**src/verilog/pulse_pkg.sv**
```systemverilog
`default_nettype none

package pulse_pkg;

   ////////////////////
   // Widths and addresses

   localparam int sample_w   = 16;          // Reference and output samples
   localparam int cfg_data_w = 512;         // Config data word
   localparam int cfg_addr_w = 32;          // Config address

   localparam logic [cfg_addr_w-1:0] delay_addr = 32'd20010; // Delay word
   localparam logic [cfg_addr_w-1:0] shape_addr = 32'd20011; // Shape table

   ////////////////////
   // Sequencing constants

   localparam int num_seg     = 6;              // Segments per channel
   localparam int tbl_entries = 4 * num_seg + 4; // Widths, heights and four bias words
   localparam int tick_div    = 4;              // Clocks per output sample
   localparam int tick_w      = $clog2(tick_div); // Tick counter width
   localparam int zc_hyst     = 256;            // Detector dead band

   ////////////////////
   // Bus and shape types

   typedef struct packed {
      logic                  wr;   // Single cycle write strobe
      logic [cfg_addr_w-1:0] addr; // Register select
      logic [cfg_data_w-1:0] data; // Write payload
   } cfg_bus_t;

   typedef struct packed {
      logic [15:0]                width;  // Ticks, zero skips the segment
      logic signed [sample_w-1:0] height; // Output level
   } segment_t;

   typedef struct packed {
      logic [15:0]                     delay;     // Ticks from start to first segment
      logic signed [sample_w-1:0]      bias_pre;  // Level during delay
      logic signed [sample_w-1:0]      bias_post; // Level once finished
      segment_t [num_seg-1:0]          seg;       // Width and height pairs
   } channel_shape_t;

   typedef struct packed {
      logic strobe; // One cycle per sign change
      logic rising; // Negative to positive
   } zc_event_t;

   typedef enum logic [1:0] {
      idle    = 2'd0, // Never started
      delay   = 2'd1, // Counting down the delay
      segment = 2'd2, // Walking the segments
      done    = 2'd3  // Program finished
   } chan_phase_t;

endpackage

`default_nettype wire

```
**src/verilog/pulse_cfg_regs.sv**
```systemverilog
`default_nettype none

module pulse_cfg_regs (
   input  wire                       a_clk,
   input  wire                       rst_n,
   input  wire pulse_pkg::cfg_bus_t  cfg,
   output pulse_pkg::channel_shape_t shape0,
   output pulse_pkg::channel_shape_t shape1
);
   import pulse_pkg::*;

   logic [31:0] delay_word;             // Ch0 high half, ch1 low half
   logic [15:0] tbl [0:tbl_entries-1];  // Shape table, 16 bit entries

   ////////////////////
   // Write decode

   always_ff @(posedge a_clk)
   begin
      if (!rst_n)
      begin
         delay_word <= '0;
         for (int i = 0; i < tbl_entries; i++)
         begin
            tbl[i] <= '0;
         end
      end
      else if (cfg.wr)
      begin
         case (cfg.addr)
            delay_addr:
            begin
               delay_word <= cfg.data[31:0];               // Both delays in word 0
            end
            shape_addr:
            begin
               for (int j = 0; j < tbl_entries / 2; j++)
               begin
                  tbl[2*j]   <= cfg.data[32*j+16 +: 16];   // Even entry in high half
                  tbl[2*j+1] <= cfg.data[32*j    +: 16];   // Odd entry in low half
               end
            end
            default:
            begin
            end                                            // Unknown address ignored
         endcase
      end
   end

   ////////////////////
   // Table to channel shapes

   always_comb
   begin
      shape0.delay = delay_word[31:16];
      shape1.delay = delay_word[15:0];
      for (int k = 0; k < num_seg; k++)
      begin
         shape0.seg[k].width  = tbl[4*k];                  // Widths interleave ch0 and ch1
         shape1.seg[k].width  = tbl[4*k+1];
         shape0.seg[k].height = tbl[4*k+2];                // Heights follow the widths
         shape1.seg[k].height = tbl[4*k+3];
      end
      shape0.bias_pre  = tbl[4*num_seg];                   // Bias words after the segments
      shape1.bias_pre  = tbl[4*num_seg+1];
      shape0.bias_post = tbl[4*num_seg+2];
      shape1.bias_post = tbl[4*num_seg+3];
   end

   // A write must select a real address or the tables go undefined
   a_addr_known: assert property (@(posedge a_clk) disable iff (!rst_n)
      cfg.wr |-> !$isunknown(cfg.addr));

endmodule

`default_nettype wire

```
**src/verilog/pulse_channel.sv**
```systemverilog
`default_nettype none

module pulse_channel (
   input  wire                                   a_clk,
   input  wire                                   rst_n,
   input  wire                                   tick,
   input  wire                                   start,
   input  wire pulse_pkg::channel_shape_t        shape,
   output pulse_pkg::chan_phase_t                phase,
   output logic signed [pulse_pkg::sample_w-1:0] level
);
   import pulse_pkg::*;

   logic [2:0]  seg_idx;   // Current segment
   logic [15:0] cnt;       // Ticks left in delay or segment
   logic [3:0]  ent_from;  // Where the segment search begins
   logic [3:0]  ent_hit;   // First nonzero segment found
   logic        ent_none;  // No segment left
   logic        adv;       // Leave delay or segment this tick

   // First segment at or after from with a nonzero width, num_seg if none
   function automatic logic [3:0] find_seg(input logic [3:0] from,
                                           input channel_shape_t shp);
      logic [3:0] hit;
      hit = 4'(num_seg);
      for (int k = num_seg - 1; k >= 0; k--)
      begin
         if ((4'(k) >= from) && (shp.seg[k].width != '0))
         begin
            hit = 4'(k);
         end
      end
      return hit;
   endfunction

   assign ent_from = (phase == segment && !start) ? {1'b0, seg_idx} + 4'd1 : 4'd0;
   assign ent_hit  = find_seg(ent_from, shape);
   assign ent_none = ent_hit == 4'(num_seg);
   assign adv      = start ? (shape.delay == '0)
                           : ((phase == delay || phase == segment) && cnt == 16'd1);

   ////////////////////
   // Sequencer

   always_ff @(posedge a_clk)
   begin
      if (!rst_n)
      begin
         phase   <= idle;
         seg_idx <= '0;
         cnt     <= '0;
      end
      else if (tick)
      begin
         if (start && shape.delay != '0)
         begin
            phase <= delay;                          // Delay latched at start
            cnt   <= shape.delay;
         end
         else if (adv)
         begin
            if (ent_none)
            begin
               phase <= done;                        // Past segment 5
            end
            else
            begin
               phase   <= segment;                   // Zero widths skipped here
               seg_idx <= ent_hit[2:0];
               cnt     <= shape.seg[ent_hit[2:0]].width;
            end
         end
         else if (phase == delay || phase == segment)
         begin
            cnt <= cnt - 16'd1;
         end
      end
   end

   ////////////////////
   // Level per phase

   always_comb
   begin
      case (phase)
         segment: level = shape.seg[seg_idx].height;
         delay:   level = shape.bias_pre;
         done:    level = shape.bias_post;
         default: level = '0;                        // Idle shows nothing
      endcase
   end

   a_seg_range: assert property (@(posedge a_clk) disable iff (!rst_n)
      seg_idx <= 3'(num_seg - 1));

endmodule

`default_nettype wire

```
**src/verilog/pulse_former.sv**
```systemverilog
`default_nettype none

module pulse_former (
   input  wire                                   a_clk,
   input  wire                                   rst_n,
   input  wire                                   run,
   input  wire                                   single_shot,
   input  wire pulse_pkg::zc_event_t             zc,
   input  wire pulse_pkg::channel_shape_t        shape0,
   input  wire pulse_pkg::channel_shape_t        shape1,
   output logic                                  out_valid,
   output logic signed [pulse_pkg::sample_w-1:0] out_data
);
   import pulse_pkg::*;

   logic [tick_w-1:0] tick_cnt;      // Decimation counter
   logic              tick;          // Last clock of the tick period
   logic              shot_q;        // single_shot delayed
   logic              shot_rise;     // Arm edge
   logic [1:0]        shot_cnt;      // Starts left in single shot
   logic              last_ch;       // Channel of the last accepted start
   logic              pend_valid;    // Start waiting for the tick
   logic              pend_ch;
   logic              tgt_ch;        // Channel the crossing asks for
   logic              tgt_free;
   logic              accept;
   logic              start0;
   logic              start1;
   chan_phase_t       phase0;
   chan_phase_t       phase1;
   logic signed [sample_w-1:0] level0;
   logic signed [sample_w-1:0] level1;
   logic signed [sample_w-1:0] mix;
   logic [1:0]        done_q;        // Done flags one cycle back
   logic              fin_valid;     // Some channel has finished
   logic              fin_ch;        // Most recent one

   assign tick      = tick_cnt == tick_w'(tick_div - 1);
   assign shot_rise = single_shot && !shot_q;
   assign tgt_ch    = !zc.rising;    // Rising drives ch0, falling ch1
   assign tgt_free  = tgt_ch ? (phase1 == idle || phase1 == done)
                             : (phase0 == idle || phase0 == done);
   assign accept    = zc.strobe && (run || shot_cnt != 2'd0) && (tgt_ch != last_ch)
                      && tgt_free && (!pend_valid || tick) && !shot_rise;
   assign start0    = tick && pend_valid && !pend_ch;
   assign start1    = tick && pend_valid && pend_ch;

   ////////////////////
   // Tick, arming and pending start

   always_ff @(posedge a_clk)
   begin
      if (!rst_n)
      begin
         tick_cnt   <= '0;
         shot_q     <= 1'b0;
         shot_cnt   <= 2'd0;
         last_ch    <= 1'b1;                          // Channel 0 goes first
         pend_valid <= 1'b0;
         pend_ch    <= 1'b0;
      end
      else
      begin
         tick_cnt <= tick ? '0 : tick_cnt + 1'b1;
         shot_q   <= single_shot;
         if (shot_rise)
         begin
            shot_cnt <= 2'd2;                         // One program per channel
            last_ch  <= 1'b1;
         end
         else if (accept)
         begin
            last_ch <= tgt_ch;
            if (shot_cnt != 2'd0)
            begin
               shot_cnt <= shot_cnt - 2'd1;
            end
         end
         if (accept)
         begin
            pend_valid <= 1'b1;
            pend_ch    <= tgt_ch;
         end
         else if (tick)
         begin
            pend_valid <= 1'b0;                       // Consumed by the channel
         end
      end
   end

   pulse_channel chan0 (
      .a_clk (a_clk),
      .rst_n (rst_n),
      .tick  (tick),
      .start (start0),
      .shape (shape0),
      .phase (phase0),
      .level (level0)
   );

   pulse_channel chan1 (
      .a_clk (a_clk),
      .rst_n (rst_n),
      .tick  (tick),
      .start (start1),
      .shape (shape1),
      .phase (phase1),
      .level (level1)
   );

   ////////////////////
   // Mixer and output

   always_comb
   begin
      if (phase0 == segment)           mix = level0;  // Segments win, ch0 first
      else if (phase1 == segment)      mix = level1;
      else if (phase0 == delay)        mix = level0;  // Then pre bias
      else if (phase1 == delay)        mix = level1;
      else if (fin_valid)              mix = fin_ch ? level1 : level0; // Post bias
      else                             mix = out_data;
   end

   always_ff @(posedge a_clk)
   begin
      if (!rst_n)
      begin
         done_q    <= 2'b00;
         fin_valid <= 1'b0;
         fin_ch    <= 1'b0;
         out_valid <= 1'b0;
         out_data  <= '0;
      end
      else
      begin
         done_q <= {phase1 == done, phase0 == done};
         if (phase1 == done && !done_q[1])
         begin
            fin_valid <= 1'b1;
            fin_ch    <= 1'b1;
         end
         else if (phase0 == done && !done_q[0])
         begin
            fin_valid <= 1'b1;
            fin_ch    <= 1'b0;
         end
         out_valid <= tick;                           // Strobe the cycle after tick
         if (tick)
         begin
            out_data <= mix;
         end
      end
   end

   a_valid_spacing: assert property (@(posedge a_clk) disable iff (!rst_n)
      out_valid |=> !out_valid [*tick_div-1] ##1 out_valid);

endmodule

`default_nettype wire

```
**src/verilog/pulse_gen_top.sv**
```systemverilog
`default_nettype none

module pulse_gen_top (
   input  wire                                   a_clk,
   input  wire                                   rst_n,
   input  wire pulse_pkg::cfg_bus_t              cfg,
   input  wire                                   sample_valid,
   input  wire signed [pulse_pkg::sample_w-1:0]  sample,
   input  wire                                   run,
   input  wire                                   single_shot,
   output logic                                  out_valid,
   output logic signed [pulse_pkg::sample_w-1:0] out_data
);
   import pulse_pkg::*;

   channel_shape_t shape0;   // Channel 0 program
   channel_shape_t shape1;   // Channel 1 program
   zc_event_t      zc;       // Crossing events

   ////////////////////
   // Blocks

   pulse_cfg_regs u_cfg (
      .a_clk  (a_clk),
      .rst_n  (rst_n),
      .cfg    (cfg),
      .shape0 (shape0),
      .shape1 (shape1)
   );

   zero_cross_detect u_zc (
      .a_clk        (a_clk),
      .rst_n        (rst_n),
      .sample_valid (sample_valid),
      .sample       (sample),
      .zc           (zc)
   );

   pulse_former u_former (
      .a_clk       (a_clk),
      .rst_n       (rst_n),
      .run         (run),
      .single_shot (single_shot),
      .zc          (zc),
      .shape0      (shape0),
      .shape1      (shape1),
      .out_valid   (out_valid),
      .out_data    (out_data)
   );

endmodule

`default_nettype wire

```
**src/verilog/zero_cross_detect.sv**
```systemverilog
`default_nettype none

module zero_cross_detect (
   input  wire                                  a_clk,
   input  wire                                  rst_n,
   input  wire                                  sample_valid,
   input  wire signed [pulse_pkg::sample_w-1:0] sample,
   output pulse_pkg::zc_event_t                 zc
);
   import pulse_pkg::*;

   logic decided;  // A sign has been seen since reset
   logic sign_pos; // Last decided sign
   logic above;    // Clearly positive
   logic below;    // Clearly negative

   assign above = sample > zc_hyst;       // Signed compare
   assign below = sample < -zc_hyst;

   ////////////////////
   // Sign tracking with hysteresis

   always_ff @(posedge a_clk)
   begin
      if (!rst_n)
      begin
         decided  <= 1'b0;
         sign_pos <= 1'b0;
         zc       <= '0;
      end
      else
      begin
         zc.strobe <= 1'b0;                          // Strobe lasts one cycle
         if (sample_valid && (above || below))
         begin
            decided  <= 1'b1;                        // First sign sets state silently
            sign_pos <= above;
            if (decided && (above != sign_pos))
            begin
               zc.strobe <= 1'b1;                    // Sign flipped
               zc.rising <= above;                   // Direction of the flip
            end
         end
      end
   end

   // Crossings only come from accepted samples, one cycle late
   a_strobe_after_valid: assert property (@(posedge a_clk) disable iff (!rst_n)
      zc.strobe |-> $past(sample_valid));

endmodule

`default_nettype wire
```
**config.mk**
```make
export PLATFORM = sky130hd
export DESIGN_NAME = pulse_gen_top
export DESIGN_NICKNAME = d
export VERILOG_FILES = /design/src/verilog/pulse_pkg.sv /design/src/verilog/pulse_cfg_regs.sv /design/src/verilog/pulse_channel.sv /design/src/verilog/pulse_former.sv /design/src/verilog/pulse_gen_top.sv /design/src/verilog/zero_cross_detect.sv
export SDC_FILE = /design/constraint.sdc
export NUM_CORES = 1
export LEC_CHECK = 0
export ABC_AREA = 1
export BUFFER_PORTS_ARGS = -buffer_cell sky130_fd_sc_hd__clkbuf_2
export CORE_MARGIN = 5
export CORE_UTILIZATION = 60
export DETAILED_ROUTE_END_ITERATION = 8
export PLACE_DENSITY = 0.93
export SETUP_SLACK_MARGIN = 0.02
export SLEW_MARGIN = 20
export SYNTH_ARGS = -nofsm -noshare
export SYNTH_HDL_FRONTEND = slang
export SYNTH_SLANG_ARGS = --single-unit
export TNS_END_PERCENT = 1
```
**constraint.sdc**
```tcl
create_clock -name a_clk -period 57.9 [get_ports a_clk]
set_input_delay 2.895 -clock a_clk [delete_from_list [all_inputs] [get_ports a_clk]]
set_output_delay 2.895 -clock a_clk [all_outputs]
set_load 0.02 [all_outputs]
```
==> results of run 1 <==
[stage by stage]
stage	util, %	setup WS, ns	area [um^2]	std cells
2_1_floorplan	-	21.41	28190	3378
3_3_place_gp	66.61	50.29	31010	4357
3_5_place_dp	66.61	50.24	31010	4357
4_1_cts	70.50	50.88	32820	4463
5_1_grt	70.55	50.54	32850	4464
6_report	70.56	50.78	32850	4465
[layout make-up]
cell class | count | area [um^2] | share of cell area [%]
diodes | 2 | 5.005 | 0.01524
multi-input cells | 1961 | 9296 | 28.30
inverters | 692 | 2597 | 7.908
clock buffers | 71 | 1489 | 4.533
flip-flops and latches | 555 | 15600 | 47.48
clock inverters | 35 | 324.1 | 0.9866
repair buffers | 542 | 2779 | 8.460
well taps | 607 | 759.5 | 2.312
[cell families after synthesis]
family | count (synthesis) | synth area share [%]
compound gates | 475 | 10.48
xor+xnor | 14 | 0.4350
buf+inv | 862 | 11.86
fa+ha+maj | 15 | 0.6658
flops | 555 | 55.33
mux | 1 | 0.03551
simple gates | 1456 | 21.20
[cell usage after synthesis (all sizes together)]
cell type / instances / area share (%)
inv: 691 / 9.2
nor2: 606 / 8.2
nand2: 592 / 7.9
edfxtp: 448 / 48
nand3: 172 / 3.1
o21ai: 170 / 3.1
a21oi: 131 / 2.3
clkbuf: 125 / 1.7
dfxtp: 107 / 7.6
buf: 45 / 0.98
nor4: 36 / 0.80
a211oi: 33 / 0.88
o32ai: 33 / 1.0
a22o: 29 / 0.90
nand4: 23 / 0.55
o21a: 21 / 0.56
o211ai: 20 / 0.53
ha: 15 / 0.67
a311o: 13 / 0.46
a31oi: 13 / 0.29
nor3: 12 / 0.21
nand3b: 9 / 0.25
xnor2: 9 / 0.28
xor2: 5 / 0.16
or2: 3 / 0.067
a221oi: 2 / 0.062
o21bai: 2 / 0.053
o311ai: 2 / 0.062
a21boi: 1 / 0.040
a31o: 1 / 0.031
and2: 1 / 0.031
and3: 1 / 0.022
clkinv: 1 / 0.013
mux2i: 1 / 0.036
nor4b: 1 / 0.031
o221ai: 1 / 0.031
o22ai: 1 / 0.022
o31ai: 1 / 0.027
o41ai: 1 / 0.098
[state kept, by name, indices dropped and copies added, names as in the netlist, 2 cells and up]
register / count
u_former.chan0.cnt: 16
u_former.chan1.seg_idx: 3
u_zc.zc: 2
u_former.done_q: 2
u_former.chan0.phase: 2
u_former.chan1.phase: 2
u_former.chan1.cnt: 16
u_former.shot_cnt: 2
u_former.out_data: 16
u_former.tick_cnt: 2
u_former.chan0.seg_idx: 3
u_cfg.delay_word: 32
u_cfg.tbl: 448
[worst max-delay path, delay by kind of cell]
family	cells	cell delay [ns]
buf+inv	4	2.59
simple gates	2	0.89
compound gates	1	0.80
[power groups by stage]
stage | logic [mW] | clock network [mW] | registers (mW)
detailed placement | 0.0509 | 0 | 0.467
global route | 0.0577 | 0.381 | 0.461
global placement | 0.0491 | 0 | 0.466
floorplan | 0.0235 | 0 | 0.483
finish | 0.0523 | 0.362 | 0.459
CTS | 0.0517 | 0.363 | 0.459
[worst paths after layout]
| kind | from | end | slack, ns | depth (start not counted) |
|---|---|---|---|---|
| setup / recovery | cfg[533] | u_cfg.tbl[0][293] | 50.78 | 7 |
| hold reg to reg | u_former.tick_cnt[0] | u_former.tick_cnt[0] | 0.45 | 1 |
| hold / removal | u_former.tick_cnt[0] | u_former.tick_cnt[0] | 0.45 | 1 |
| setup reg to reg | u_former.chan0.seg_idx[0] | u_former.chan0.cnt[15] | 52.81 | 15 |
[layer usage]
layer | wire length, um | vias to the layer above | share of wire, %
li1 | - | 11697 | -
met3 | 9247 | 281 | 11
met1 | 30220 | 11509 | 36
met2 | 40350 | 1734 | 48
met4 | 4203 | 2 | 5.0
met5 | 13 | - | 0.015
==> flow_results.org, run 1 <==
** Logic synthesis
- Gate count of the mapped netlist :: around 3400
- The cell area that synthesis handed to floorplanning was about 28000 um^2.
- Yosys mapped the design onto 56 distinct sky130hd cell types.
- Synthesized area per cell :: roughly 8.3 um^2
- Yosys printed 0 warnings.
- Net count after synthesis :: 3959
- Register area share after synthesis :: between 50% and 60%
- Seq cells post-synth :: ~560

** Floorplanning
- Die area :: just over 50000 um^2
- Die span in x :: 226.7 um
- After floorplanning, the core was divided into 79 placement rows.
- Die extent in y :: roughly 230 um
- Area of the placeable core :: between 40000 and 50000 um^2
- For this configuration, the core starts out at a cell density of between 60% and 70%.
- Number of top-level design ports :: around 600

** Global routing
- Number of global-route vias before repair :: roughly 24000
- Pin count of the biggest net entering global routing :: between 100 and 150
- Met3 Resource Use GR :: between 5 and 6%
- The first global-routing pass estimated 125800 um of wire.
- Global routing consumed, on the met2 layer, between 50% and 60% of the routing resources.
- Overall global routing resource usage :: 31.15%
- After global routing, the most crowded layer is met2.
- Initial antenna violation count :: 3
- Global routing consumed, on the met1 layer, about 40% of the routing resources.
- After global routing the overflow that remains totals 0.

** Place
- Detailed placement ended at an HPWL of between 50000 and 60000 um.
- RePlAce Congestion :: 0.9620
- Port buffering added ~520 buffers.

** Clock network
- H-tree lvl count :: 2
- For this design, the CTS-stage hold fixing added 0 buffers.
- Clock sinks :: ~560
- CTS Root Cell :: sky130_fd_sc_hd__clkbuf_16
- Clk buf depth :: 3
- Clk Latency, worst-skew pair :: approximately 0.63 ns
- CTS clock-pin slew for the worst setup and hold paths :: roughly 0.060 ns
- CTS tree :: done
- Post-cts gate resize count :: 0
- Buffers inserted by post-CTS timing repair :: 0
- Total clock buffers created by CTS :: 57

** STA
- The max-slew violation total from the final report was 0.
- Hold slack final :: roughly 0.45 ns
- Tightest Pin Transition :: 1.159 ns
- Setup repair after global routing left no endpoint under its margin.
- Slew Limit Headroom :: between 20% and 30%
- The clock period could shrink to 7.123 ns.
- Final setup fails :: 0
- The clock arrives with 0.02688 ns of skew.
- Final Hold Violating Endpoints :: 0
- Maximum operating frequency :: 140.4 MHz
- Final critical-path share of the clock period :: 12.30%
- Setup total negative slack on the finished layout was measured at 0 ns.

** Job
- Number of max-cap violations :: 0

** Power and ir drop
- The completed layout was analyzed and its total power is between 0.8 and 0.9 mW.
- Power spread over the standard cell area amounts to between 20 and 30 nW/um^2.
- Net switching share of the total power :: a little under a quarter
- Switching Power :: 0.2002 mW
- Clock network power share :: between 40% and 50%
- VDD sags by at most between 0.02 and 0.03 mV.
- Internal Dissipation :: 0.6733 mW
- Part of the total power dissipated in combinational logic :: approximately 6%
- Per report_power, the sequential group accounts for between 50% and 60% of the total.
- Leak pwr :: 15.87 nW

** Critical path
- The worst setup path is captured at a flop.
- For the worst setup path, the data arrival time is around 7.4 ns.
- On the worst path, the slowest cell contributes a delay of between 0.9 and 1 ns.
- The signal on the critical path passes through clkbuf_2, nor4_1, nand4_1, o21ai_4, buf_4, buf_4, buf_4.
- Most common cell on crit path :: sky130_fd_sc_hd__buf_4
- Data required time at the worst endpoint :: 58.14 ns
- The worst setup path is of the input pin to flop kind.
- Critical Path Start Type :: input pin
- Along the worst path, the maximum fanout reaches between 80 and 90.
- CP max stage cell :: sky130_fd_sc_hd__buf_4

** Layout
- Most used cells in the layout excluding fill and tap cells :: sky130_fd_sc_hd__inv_1 (680), sky130_fd_sc_hd__nor2_1 (600), sky130_fd_sc_hd__nand2_1 (587)
- The library cell used most frequently in the layout, excluding fill and tap cells, is sky130_fd_sc_hd__inv_1.
- Area added between synthesis and finish :: 16.54%
- Final layout net count :: 4390
- After filler insertion, the fill cell instance count of the layout stands at around 3300.
- Share of cells above drive strength 1 :: between 10% and 20%

** Route
- Detail Route Antenna Nets :: 0
- Number of iterations in the first detailed-routing pass :: 6
- Avg WL per Cell :: approximately 19 um
- The detailed router finished its first iteration with about 3300 violations.
- In the routed design, unresolved DRC markers number 0.
- Via count of the routed design :: 25223
- Wires add up to 84030 um.
- Ratio of routed vias to standard cells :: approximately 5.6

** Min path
- Worst hold-check path type :: flop to flop

** Status
- The run finished with clean final reports.
Power figures use the tool's default switching activity.
==> inputs of run 2 (changes only) <==
--- a/config.mk
+++ b/config.mk
@@ -7,10 +7,11 @@
 export LEC_CHECK = 0
 export ABC_AREA = 1
 export BUFFER_PORTS_ARGS = -buffer_cell sky130_fd_sc_hd__clkbuf_2
+export CORE_ASPECT_RATIO = 1.75
 export CORE_MARGIN = 5
-export CORE_UTILIZATION = 60
+export CORE_UTILIZATION = 50
 export DETAILED_ROUTE_END_ITERATION = 8
-export PLACE_DENSITY = 0.93
+export PLACE_DENSITY = 0.84
 export SETUP_SLACK_MARGIN = 0.02
 export SLEW_MARGIN = 20
 export SYNTH_ARGS = -nofsm -noshare
==> constraint.sdc (replaced) <==
create_clock -name a_clk -period 5.7 [get_ports a_clk]
set_input_delay 0.285 -clock a_clk [delete_from_list [all_inputs] [get_ports a_clk]]
set_output_delay 0.285 -clock a_clk [all_outputs]
set_load 0.02 [all_outputs]
==> run 2 against run 1 <==
Effect of this change: cell area is 11% higher; cell count grew 10%; worst hold slack got worse by 0.42 ns; global-route usage is 0.37 points higher; clock skew fell by 0.0014 ns; count of clock-buffer cells in the layout down 4; routed wire length increased by 19%; flip-flop and latch count did not move; largest power group unchanged; critical path type is now flop to flop; total power grew to 10 times the previous value.
==> flow_results.org, run 2 (synthesis results as in run 1) <==
** Status
- The flow ran to the end, and the final reports show no timing, DRC or antenna violations.

** STA
- The max-slew violation total from the final report is 0.
- Final hold analysis gives a worst-case slack of 0.02414 ns.
- Setup repair after global routing left no endpoint under its margin.
- Clock skew on the completed layout was measured at 0.02546 ns.
- Setup violations remaining at the end of the flow were counted as 0.
- At the pin with the least slew margin, the transition time is around 1.1 ns.
- Setup TNS after final layout :: 0 ns
- Final Hold Violating Endpoints :: 0
- Minimum clock period after layout :: about 4.0 ns
- Final critical-path share of the clock period :: between 60% and 70%
- Maximum operating frequency :: ~250 MHz
- In the post-route analysis, the smallest setup slack over all paths is 1.729 ns.
- Measured against its own limit, the worst slew margin works out to just under 30%.

** Route
- WL final :: around 100000 um
- Avg WL per Cell :: between 20 and 25 um
- Residual DRC :: 0
- DRC marker count from the first detailed-route iteration :: 2602
- After detailed routing, the number of vias per cell comes to between 5 and 6.
- Detail Route Antenna Nets :: 0
- Via count of the routed design :: about 27000
- Number of iterations in the first detailed-routing pass :: 6

** Min path
- Hold_sp :: cfg[130]
- Hold Path Stages :: 3
- The path with the worst hold slack has its endpoint at u_cfg.tbl[0][146].
- In this run the worst hold path is classified as input pin to flop.

** Critical path
- STA classifies the critical path endpoint as a flop.
- Flop2flop setup slack :: 1.73 ns
- The endpoint identified for the worst register-to-register timing path is u_former.chan0.cnt[12].
- Data on the critical path is required at its endpoint by approximately 6.1 ns.
- Along the worst path, the maximum fanout reaches 46.
- Data on the critical path arrives at its endpoint at 4.40 ns.
- Type of the worst setup path :: flop to flop
- Critical Path Start Type :: flop
- The worst register-to-register path has a depth of 22.
- Startpoint of the worst-slack reg-to-reg timing path :: u_former.chan0.phase[0]

** Layout
- The library cells used most frequently in the layout, excluding fill and tap cells, are sky130_fd_sc_hd__inv_1 (680), sky130_fd_sc_hd__nor2_1 (601), sky130_fd_sc_hd__nand2_1 (587).
- In the final layout, the registers with the most flip-flops are u_cfg.tbl x448, u_cfg.delay_word x32.
- Share of cells above drive strength 1 :: about 16%
- At the end of the flow, the number of nets in the layout was 4751.
- Area added between synthesis and finish :: 29.63%
- The register with the most flip-flops in the final layout is u_cfg.tbl.
- Commonest non-fill, non-tap cell in the layout :: sky130_fd_sc_hd__inv_1
- Cells fill 65.11% of the core in the end.
- The register with the most flip-flops in the layout has 448 of them.

** Global routing
- Entering global routing, the biggest net connects 172 pins.
- The via count of the first global-routing pass came to 27655.
- Initial antenna violation count :: 11
- Global routing used 31.52% of the available tracks across all layers.
- Gr ovfl total :: 0
- The first global-routing pass estimated about 150000 um of wire.

** Clock network
- Clk buf depth :: 3
- H-tree lvl count :: 2
- Post-cts gate resize count :: 0
- Buffers inserted by post-CTS timing repair :: 0
- CTS saw 555 sinks.
- In this run, CTS created clock tree buffers numbering between 50 and 60.
- TritonCTS built the clock tree.
- The later pin in the worst-skew pair is clocked with a latency of ~0.60 ns.
- After clock tree synthesis, the clock-pin slew on the worst setup and hold paths is ~0.070 ns.
- CTS placed an instance of sky130_fd_sc_hd__clkbuf_16 at the clock tree root.

** Power and ir drop
- Peak supply drop :: roughly 0.28 mV
- Cell Pwr Density :: around 250 nW/um^2
- The analysis attributes to cell leakage a power of approximately 17 nW.

** Place
- Placement-stage worst setup slack :: about 1.6 ns
- The congestion estimate from routability-driven global placement came to just over 0.9.
- DP HPWL :: 63020 um
- Number of buffers added on ports :: a little over 500

** Floorplanning
- Measured along the x axis, the die boundary spans around 190 um.
- The floorplan step defined a die boundary enclosing just over 60000 um^2.
- From bottom edge to top edge, the die measures 324.1 um.
- Once the floorplan was initialized, standard cells occupied 50.23% of the core.
- Number of top-level design ports :: between 500 and 600
- The floorplan has roughly 120 rows.
- The region available for standard cell placement spans approximately 56000 um^2.

** Job
- The tool flagged a number of max-cap violations equal to 0.
## run 2: cell count changes in the layout (fill, tap and decap cells not counted), moves of 2 or more
cell and change:
sky130_fd_sc_hd__dlygate4sd3_1 +356, sky130_fd_sc_hd__diode_2 +8, sky130_fd_sc_hd__buf_4 +6, sky130_fd_sc_hd__clkinv_2 -6, sky130_fd_sc_hd__buf_12 +5, sky130_fd_sc_hd__clkbuf_16 -4
sky130_fd_sc_hd__clkinv_1 +3, sky130_fd_sc_hd__clkinv_4 -3, sky130_fd_sc_hd__inv_6 -3, sky130_fd_sc_hd__bufinv_16 +2, sky130_fd_sc_hd__clkinv_8 -2
## run 2: worst max-delay path by stage
stage,start,cells after the start,slack (ns),end
final,u_former.chan0.phase[0],22,1.73,u_former.chan0.cnt[12]
after global routing,u_former.tick_cnt[0],18,1.36,u_former.chan1.cnt[14]
after CTS,u_former.chan0.phase[0],14,1.59,u_former.chan0.cnt[15]
after detailed placement,u_former.chan0.phase[0],14,1.60,u_former.chan0.cnt[15]
after global placement,u_former.chan0.phase[0],17,1.71,u_former.chan0.cnt[15]
after floorplan,cfg[519],4,-2.85,u_cfg.tbl[0][0]
## run 2: stage by stage
step / cells / area (um^2) / power (mW)
finish: 4923 / 36540 / 8.979
global route: 4916 / 36520 / 9.228
CTS: 4912 / 36500 / 8.926
detailed placement: 4463 / 31280 / 5.274
global placement: 4463 / 31280 / 5.253
floorplan: 3378 / 28200 / 4.991
## run 2: layout make-up
| cell class | count | area [um^2] |
|---|---|---|
| multi-input cells | 1961 | 9291 |
| fillers | 4089 | 19580 |
| diodes | 10 | 25.02 |
| flip-flops and latches | 555 | 15600 |
| clock buffers | 67 | 1379 |
| repair buffers | 909 | 6487 |
| well taps | 702 | 878.3 |
| clock inverters | 27 | 281.5 |
| inverters | 692 | 2597 |
## run 2: timing repair
action,in CTS,in global routing
hold buffers,355,1
hold endpoints to repair,358,1
setup endpoints to repair,0,0
## run 2: power breakdown
part	switching (mW)	internal, mW	leakage, nW
clock	1.57	1.97	0.794
combinational	0.390	0.371	11.4
sequential	0.0943	4.58	5.14
## run 2: worst max-delay path: stages (launching register included)
cell,delay [ns]
sky130_fd_sc_hd__dfxtp_1,0.33
sky130_fd_sc_hd__inv_1,0.10
sky130_fd_sc_hd__ha_1,0.74
sky130_fd_sc_hd__nand2_1,0.23
sky130_fd_sc_hd__nor2_1,0.13
sky130_fd_sc_hd__nand3_1,0.08
sky130_fd_sc_hd__nand2_1,0.08
sky130_fd_sc_hd__nand2_1,0.06
sky130_fd_sc_hd__nand2_1,0.08
sky130_fd_sc_hd__nand2_1,0.05
sky130_fd_sc_hd__nand2_1,0.11
sky130_fd_sc_hd__nand2_2,0.41
sky130_fd_sc_hd__nand2_1,0.21
sky130_fd_sc_hd__buf_4,0.45
sky130_fd_sc_hd__nand2_1,0.14
sky130_fd_sc_hd__nand3_1,0.10
sky130_fd_sc_hd__nand2_1,0.12
sky130_fd_sc_hd__nand2_1,0.09
sky130_fd_sc_hd__nand2_1,0.06
sky130_fd_sc_hd__nand2_1,0.05
sky130_fd_sc_hd__nand2_1,0.05
sky130_fd_sc_hd__nand2_1,0.08
sky130_fd_sc_hd__a21oi_1,0.06
## run 2: layer usage
layer	vias to the layer above	GRT usage, %	routed length (um)
met4	4	21.99	8223
met2	1627	55.86	50280
met3	465	5.663	8020
met5	-	0	26
li1	12427	-	-
met1	12414	33.97	33860
